`src/mac_rx_pkg.sv`:
```
// ******************************
// Shared widths and lane mask helpers for the MAC receive path
// Imported by the RTL stages and the testbench model
// ******************************
`default_nettype none

package mac_rx_pkg;

   // Word geometry of the 10G MAC side
   localparam int unsigned DATA_W = 64;
   localparam int unsigned STRB_W = 8;

   // Every lane valid, the word sits inside a frame
   localparam logic [STRB_W-1:0] FULL_MASK = {STRB_W{1'b1}};

   // ******************************
   // Mask helpers
   // ******************************

   // Any mask short of all ones closes the frame
   function automatic logic mask_is_end(input logic [STRB_W-1:0] mask);
      return mask != FULL_MASK;
   endfunction

   // No lane valid at all
   function automatic logic mask_is_null(input logic [STRB_W-1:0] mask);
      return mask == '0;
   endfunction

endpackage

`default_nettype wire

```
`src/rx_word_if.sv`:
```
// ******************************
// One decoded MAC word, from the decode stage to admission
// Per-cycle strobe, no back-pressure
// ******************************
`timescale 1ns/1ps
`default_nettype none

interface rx_word_if
   import mac_rx_pkg::*;
();

   logic              word_valid;
   logic [DATA_W-1:0] data;
   logic [STRB_W-1:0] strb;
   // Frame boundary flags
   logic              first;
   logic              last;

   modport decode (
      output word_valid, data, strb, first, last
   );

   modport admit (
      input  word_valid, data, strb, first, last
   );

endinterface

`default_nettype wire

```
`src/rx_fifo_wr_if.sv`:
```
// ******************************
// Write port of the stream buffer plus its fill status
// Driven by admission, free_count returned by the buffer
// ******************************
`timescale 1ns/1ps
`default_nettype none

interface rx_fifo_wr_if
   import mac_rx_pkg::*;
#(
   parameter int FIFO_DEPTH = 64
) ();

   logic                          wr_en;
   logic [DATA_W-1:0]             data;
   logic [STRB_W-1:0]             strb;
   logic                          last;
   // Free entries, one extra bit so an empty buffer fits
   logic [$clog2(FIFO_DEPTH):0]   free_count;

   modport admit (
      output wr_en, data, strb, last,
      input  free_count
   );

   modport fifo (
      input  wr_en, data, strb, last,
      output free_count
   );

endinterface

`default_nettype wire

```
`src/rx_lane_decode.sv`:
```
// ******************************
// Decode stage of the MAC receive path
// Registers each MAC word and uses the live mask as one word of
// lookahead to find the true last word of a frame
// ******************************
`timescale 1ns/1ps
`default_nettype none

module rx_lane_decode
   import mac_rx_pkg::*;
(
   input  wire                clk156,
   input  wire                reset,

   // MAC side
   input  wire [DATA_W-1:0]   rx_data,
   input  wire [STRB_W-1:0]   rx_data_valid,

   rx_word_if.decode          word
);

   // Word of the previous cycle
   logic [DATA_W-1:0] hold_data;
   logic [STRB_W-1:0] hold_strb;

   // A frame is open up to and including the previous held word
   logic              in_frame;
   logic              frame_word;
   logic              opens_frame;

   always_ff @(posedge clk156) begin
      hold_data <= rx_data;
   end

   always_ff @(posedge clk156) begin
      if (reset) begin
         hold_strb <= '0;
         in_frame  <= 1'b0;
      end else begin
         hold_strb <= rx_data_valid;
         // Stays open only while the held word is all ones
         in_frame  <= frame_word && !mask_is_end(hold_strb);
      end
   end

   // ******************************
   // Frame tracking
   // ******************************

   assign opens_frame = !in_frame && (hold_strb == FULL_MASK);

   // Partial or null words between frames belong to nothing
   assign frame_word = in_frame || opens_frame;

   // A null closer was already folded into the word before it
   assign word.word_valid = frame_word && !mask_is_null(hold_strb);
   assign word.first      = opens_frame;

   // Own mask ends the frame, or the next one carries no data
   assign word.last       = mask_is_end(hold_strb) || mask_is_null(rx_data_valid);

   assign word.data       = hold_data;
   assign word.strb       = hold_strb;

endmodule

`default_nettype wire

```
`src/rx_frame_admit.sv`:
```
// ******************************
// Admission stage, accepts or drops each whole frame
// A frame is only started when MAX_FRAME_WORDS entries are free
// ******************************
`timescale 1ns/1ps
`default_nettype none

module rx_frame_admit
#(
   parameter int FIFO_DEPTH      = 64,
   parameter int MAX_FRAME_WORDS = 16
)
(
   input  wire             clk156,
   input  wire             reset,

   rx_word_if.admit        word,
   rx_fifo_wr_if.admit     wr,

   output logic            frame_accepted,
   output logic            frame_dropped
);

   localparam logic [1:0] IDLE = 2'd0;
   localparam logic [1:0] PASS = 2'd1;
   localparam logic [1:0] DROP = 2'd2;

   localparam int CNT_W = $clog2(MAX_FRAME_WORDS) + 1;

   logic [1:0]       state;
   logic [1:0]       state_next;
   logic             room;

   // Words written so far in the current frame
   logic [CNT_W-1:0] frame_words;

   // Zero extend free_count before the compare
   assign room = 32'(wr.free_count) >= MAX_FRAME_WORDS;

   // ******************************
   // Frame FSM
   // ******************************

   always_comb begin
      state_next     = state;
      wr.wr_en       = 1'b0;
      frame_accepted = 1'b0;
      frame_dropped  = 1'b0;

      case (state)
         IDLE: begin
            if (word.word_valid && word.first) begin
               if (room) begin
                  wr.wr_en       = 1'b1;
                  frame_accepted = word.last;
                  state_next     = word.last ? IDLE : PASS;
               end else begin
                  frame_dropped  = 1'b1;
                  state_next     = word.last ? IDLE : DROP;
               end
            end
         end
         PASS: begin
            if (word.word_valid) begin
               wr.wr_en       = 1'b1;
               frame_accepted = word.last;
               if (word.last) begin
                  state_next = IDLE;
               end
            end
         end
         DROP: begin
            if (word.word_valid && word.last) begin
               state_next = IDLE;
            end
         end
         default: state_next = IDLE;
      endcase
   end

   always_ff @(posedge clk156) begin
      if (reset) begin
         state       <= IDLE;
         frame_words <= '0;
      end else begin
         state <= state_next;
         if (wr.wr_en) begin
            frame_words <= word.first ? CNT_W'(1) : frame_words + 1'b1;
         end
      end
   end

   // Payload goes straight to the buffer
   assign wr.data = word.data;
   assign wr.strb = word.strb;
   assign wr.last = word.last;

   // Buffer status must keep every write in bounds
   a_no_write_when_full: assert property (@(posedge clk156) disable iff (reset)
      wr.wr_en |-> wr.free_count != '0);

   // Longer frames are outside the supported range
   a_frame_length: assert property (@(posedge clk156) disable iff (reset)
      (wr.wr_en && !word.first) |-> 32'(frame_words) < MAX_FRAME_WORDS);

endmodule

`default_nettype wire

```
`src/rx_stream_fifo.sv`:
```
// ******************************
// Synchronous first-word-fall-through buffer
// Head entry drives the AXI-Stream outputs directly, pops on transfer
// ******************************
`timescale 1ns/1ps
`default_nettype none

module rx_stream_fifo
   import mac_rx_pkg::*;
#(
   parameter int FIFO_DEPTH = 64
)
(
   input  wire                clk156,
   input  wire                reset,

   rx_fifo_wr_if.fifo         wr,

   // AXI-Stream master
   output logic [DATA_W-1:0]  tdata,
   output logic [STRB_W-1:0]  tstrb,
   output logic               tvalid,
   output logic               tlast,
   input  wire                tready
);

   localparam int PTR_W = $clog2(FIFO_DEPTH);
   localparam int CNT_W = PTR_W + 1;

   // ******************************
   // Storage
   // ******************************

   logic [DATA_W-1:0] mem_data [FIFO_DEPTH];
   logic [STRB_W-1:0] mem_strb [FIFO_DEPTH];
   logic              mem_last [FIFO_DEPTH];

   logic [PTR_W-1:0]  wr_ptr;
   logic [PTR_W-1:0]  rd_ptr;
   logic [CNT_W-1:0]  count;

   logic              push;
   logic              pop;
   logic              full;

   assign full = count == CNT_W'(FIFO_DEPTH);
   assign push = wr.wr_en;
   assign pop  = tvalid && tready;

   always_ff @(posedge clk156) begin
      if (push) begin
         mem_data[wr_ptr] <= wr.data;
         mem_strb[wr_ptr] <= wr.strb;
         mem_last[wr_ptr] <= wr.last;
      end
   end

   // Pointers wrap naturally, depth is a power of two
   always_ff @(posedge clk156) begin
      if (reset) begin
         wr_ptr <= '0;
         rd_ptr <= '0;
         count  <= '0;
      end else begin
         if (push) begin
            wr_ptr <= wr_ptr + 1'b1;
         end
         if (pop) begin
            rd_ptr <= rd_ptr + 1'b1;
         end
         case ({push, pop})
            2'b10:   count <= count + 1'b1;
            2'b01:   count <= count - 1'b1;
            default: count <= count;
         endcase
      end
   end

   // Status back to admission
   assign wr.free_count = CNT_W'(FIFO_DEPTH) - count;

   // ******************************
   // Stream side
   // ******************************

   assign tvalid = count != '0;
   assign tdata  = mem_data[rd_ptr];
   assign tstrb  = mem_strb[rd_ptr];
   assign tlast  = tvalid && mem_last[rd_ptr];

   // A stalled beat must hold until it transfers
   a_stall_stable: assert property (@(posedge clk156) disable iff (reset)
      (tvalid && !tready) |=>
         tvalid && $stable(tdata) && $stable(tstrb) && $stable(tlast));

   // Admission must never push into a full buffer
   a_no_overflow: assert property (@(posedge clk156) disable iff (reset)
      full |-> !wr.wr_en);

endmodule

`default_nettype wire

```
`src/rx_frame_stats.sv`:
```
// ******************************
// Accepted and dropped frame counters
// Fed by the single-cycle pulses of the admission stage
// ******************************
`timescale 1ns/1ps
`default_nettype none

module rx_frame_stats (
   input  wire          clk156,
   input  wire          reset,

   input  wire          frame_accepted,
   input  wire          frame_dropped,

   output logic [15:0]  frames_accepted,
   output logic [15:0]  frames_dropped
);

   // Both counters wrap at 16 bits
   always_ff @(posedge clk156) begin
      if (reset) begin
         frames_accepted <= '0;
      end else if (frame_accepted) begin
         frames_accepted <= frames_accepted + 1'b1;
      end
   end

   always_ff @(posedge clk156) begin
      if (reset) begin
         frames_dropped <= '0;
      end else if (frame_dropped) begin
         frames_dropped <= frames_dropped + 1'b1;
      end
   end

endmodule

`default_nettype wire

```
`src/mac_rx_top.sv`:
```
// ******************************
// Receive half of the 10G MAC to AXI-Stream converter
// MAC words in, AXI-Stream beats and frame counters out
// ******************************
`timescale 1ns/1ps
`default_nettype none

module mac_rx_top
   import mac_rx_pkg::*;
#(
   parameter int FIFO_DEPTH      = 64,
   parameter int MAX_FRAME_WORDS = 16
)
(
   input  wire                clk156,
   input  wire                reset,

   // MAC side
   input  wire [DATA_W-1:0]   rx_data,
   input  wire [STRB_W-1:0]   rx_data_valid,

   // AXI side
   output logic [DATA_W-1:0]  tdata,
   output logic [STRB_W-1:0]  tstrb,
   output logic               tvalid,
   output logic               tlast,
   input  wire                tready,

   // Stats
   output logic [15:0]        frames_accepted,
   output logic [15:0]        frames_dropped
);

   rx_word_if                                 word_bus ();
   rx_fifo_wr_if #(.FIFO_DEPTH(FIFO_DEPTH))   wr_bus ();

   wire frame_accepted;
   wire frame_dropped;

   rx_lane_decode decode0 (
      .clk156        (clk156),
      .reset         (reset),
      .rx_data       (rx_data),
      .rx_data_valid (rx_data_valid),
      .word          (word_bus.decode)
   );

   rx_frame_admit #(
      .FIFO_DEPTH      (FIFO_DEPTH),
      .MAX_FRAME_WORDS (MAX_FRAME_WORDS)
   ) admit0 (
      .clk156         (clk156),
      .reset          (reset),
      .word           (word_bus.admit),
      .wr             (wr_bus.admit),
      .frame_accepted (frame_accepted),
      .frame_dropped  (frame_dropped)
   );

   rx_stream_fifo #(
      .FIFO_DEPTH (FIFO_DEPTH)
   ) fifo0 (
      .clk156 (clk156),
      .reset  (reset),
      .wr     (wr_bus.fifo),
      .tdata  (tdata),
      .tstrb  (tstrb),
      .tvalid (tvalid),
      .tlast  (tlast),
      .tready (tready)
   );

   rx_frame_stats stats0 (
      .clk156          (clk156),
      .reset           (reset),
      .frame_accepted  (frame_accepted),
      .frame_dropped   (frame_dropped),
      .frames_accepted (frames_accepted),
      .frames_dropped  (frames_dropped)
   );

endmodule

`default_nettype wire

```
`config.mk`:
```
export PLATFORM = sky130hd
export DESIGN_NAME = mac_rx_top
export DESIGN_NICKNAME = d
export VERILOG_FILES = /design/src/mac_rx_pkg.sv /design/src/rx_word_if.sv /design/src/rx_fifo_wr_if.sv /design/src/rx_lane_decode.sv /design/src/rx_frame_admit.sv /design/src/rx_stream_fifo.sv /design/src/rx_frame_stats.sv /design/src/mac_rx_top.sv
export SDC_FILE = /design/constraint.sdc
export NUM_CORES = 2
export LEC_CHECK = 0
export BUFFER_PORTS_ARGS = -buffer_cell sky130_fd_sc_hd__buf_4
export CAP_MARGIN = 15
export CORE_MARGIN = 2
export CORE_UTILIZATION = 60
export DETAILED_ROUTE_END_ITERATION = 10
export GPL_ROUTABILITY_DRIVEN = 0
export HOLD_SLACK_MARGIN = 0.05
export PLACE_DENSITY = 0.73
export SYNTH_ARGS = -nofsm -noshare
export SYNTH_HDL_FRONTEND = slang
export SYNTH_MEMORY_MAX_BITS = 65536
export SYNTH_SLANG_ARGS = --single-unit
```
`constraint.sdc`:
```
create_clock -name clk156 -period 7 [get_ports clk156]
set_clock_uncertainty 0.1 [all_clocks]
set_input_delay 0.35 -clock clk156 [delete_from_list [all_inputs] [get_ports clk156]]
set_output_delay 0.35 -clock clk156 [all_outputs]
set_load 0.02 [all_outputs]
```
==> out/qor.txt <==
max-slew violations: 0
Hold Fails Final Rpt: 0
Vias per Instance: 6.95
Distinct cells, synth: 62
Seq/Total Area, Yosys: 78.8%
H-tree Lvls: 5
CP Max Fanout: 52
Core Region: 300000 µm²
largest net degree at the start of global routing: 143
Cells after Synth: 8327
R2R Setup Slk: 2050 ps
GRT Overall Usage: 31.8%
Pwr Density: 275 nW/µm²
antenna viol nets, final: 0
DRT iter0 DRCs: 14500
I/O Buffers: 180
Final Cycle Share: 84.7%
io pins: 181
postcts setup bufs: 0
Setup CP Type: reg -> out
row cnt: 201
status: complete, no violations
Clock Latency Late Sink: 1000 ps
non-filler cells, final: 13300
Pre-Repair DR Iteration Count: 6
Vias: 92400
die width: 554 µm
Leak: 61.6 nW
RSZ-0062 raised after global routing: no
max_cap viols: 0
Async SR Flop Fraction: 0%
most common cell after layout, fill and taps aside: edfxtp_1
Post-CTS Hold Buffers: 140
CP Launch Type: flop
Yosys reg bits: 4804
cts bufs inserted: 459
Final Worst Setup Slack: 1070 ps
dpl cells: 12300
first-pass GRT wire length: 686000 µm
Area growth syn-to-layout: 13.4%
die area: 307000 µm²
worst slew pin tran: 1340 ps
Avg WL per Cell: 36.5 µm
Hold/Removal Path Class: in -> reg
prevailing post-synth register cell: edfxtp_1
GRT overflow: 0
mapped cell area: 181000 µm²
YS warnings: 0
CTS Buffer Depth: 4
CTS tree: built
placed cell areas: 189000 µm²
initial antenna violation count: 27
vias in the first global route: 92200
Peak Freq: 169 MHz
peak supply drop: 261 µV
worst slack, placed: 2110 ps
final hold slack: 238 ps
CP endpoint kind: output pin
Post-DP HPWL: 267000 µm
setup_tns: 0 ps
final setup vio count: 0
initial core utilization: 60.4%
arrival time at the worst endpoint: 5480 ps
Clock Pin Slew Worst Setup and Hold Paths: 60 ps
clock root cell: clkbuf_16
# clock sinks: 4804
# resized after CTS: 0
max_slew headroom: 10.9%
share of cells above drive strength 1: 24.0%
DRC Markers: 0
Period minus WS final: 5930 ps
die height: 554 µm
Final Routed Wirelength: 486000 µm
EDFF count, synth: 4672
commonest non-fill, non-tap cells in the layout: edfxtp_1, mux4_2, mux2i_1, clkbuf_16, buf_4
Req. time, crit path: 6550 ps
post-route design area: 206000 µm²
Synth Area per Inst: 21.8 µm²
Mapped Nets: 8409
NumNets Final: 9011
## layer usage
| metal | global-route usage [%] | wire length [µm] | vias to the layer above |
|---|---|---|---|
| met5 | 0 | 52 | - |
| met4 | 14.4 | 25100 | 10 |
| met3 | 6.93 | 58100 | 1052 |
| met2 | 49.6 | 231000 | 6416 |
| met1 | 43.6 | 172000 | 48600 |
| li1 | - | - | 36400 |
## kinds of logic after synthesis
kind of cell,share of synthesized area [%]
flops,78.8
fa+ha+maj,0.0483
compound gates,3.22
xor+xnor,0.0772
mux,15.0
simple gates,1.65
buf+inv,1.25
## Yosys cell counts, types with 41 or more instances
cell type | instances | area [µm²]
a31oi_1 | 59 | 369
a22oi_1 | 254 | 1910
mux4_2 | 930 | 20900
nand3_1 | 73 | 365
nand2_1 | 142 | 533
buf_2 | 168 | 841
mux2i_1 | 618 | 6190
a22o_1 | 41 | 359
o22ai_1 | 157 | 982
nor2_1 | 126 | 473
edfxtp_1 | 4672 | 140000
o211ai_1 | 59 | 443
clkbuf_1 | 225 | 845
dfxtp_1 | 132 | 2640
a21oi_1 | 197 | 986
or3_1 | 73 | 457
nor3_1 | 57 | 285
buf_1 | 45 | 169
## worst paths after layout
path                                                              start                                 endpoint  cells past startpoint
worst max-delay path                                               flop                                tdata[58]                      8
worst min-delay path                                   rx_data_valid[4]          decode0.word.strb[4]$_SDFF_PP0_                      3
worst min register to register  stats0.frames_accepted[15]$_SDFFE_PP0P_  stats0.frames_accepted[15]$_SDFFE_PP0P_                      2
worst max register to register          decode0.word.strb[3]$_SDFF_PP0_              fifo0.count[6]$_SDFFE_PP0P_                     12
## cell type report
cell class              instances  area, µm²
flip-flops and latches       4804     143000
multi-input cells            3035      36900
clock inverters               280       2630
clock buffers                 575      12200
diodes                         20       50.0
inverters                       9       33.8
fillers                     17900      94500
well taps                    3958       4950
repair buffers                620       5990
## power breakdown
group / internal [mW] / total, mW / switching [mW]
Combinational: 0.109 / 0.580 / 0.471
Clock: 13.8 / 24.5 / 10.7
Sequential: 31.5 / 31.6 / 0.0479
## worst max-delay path: stages, from the launching register on
cell and delay, ps:
dfxtp_4 1050, buf_12 440, nor2b_4 710, buf_4 650, a22oi_1 200, nand3_1 380
o211ai_1 170, or3_1 540, buf_4 240
## stage by stage
step / util (%) / total power, mW
after floorplan: - / 32.4
after global placement: 63.1 / 32.7
after detailed placement: 63.1 / 32.7
after CTS: 68.5 / 56.8
after global routing: 68.5 / 57.9
final: 68.5 / 56.6
## state kept, by name, summed over array words and instances (netlist names), 2 cells and up, named ones only
signal	flops
fifo0.mem_data	4096
fifo0.mem_strb	512
decode0.word.data	64
fifo0.mem_last	64
stats0.frames_accepted	16
stats0.frames_dropped	16
decode0.word.strb	8
fifo0.count	7
fifo0.rd_ptr	6
fifo0.wr_ptr	6
admit0.state	2
Power figures use the tool's default switching activity.
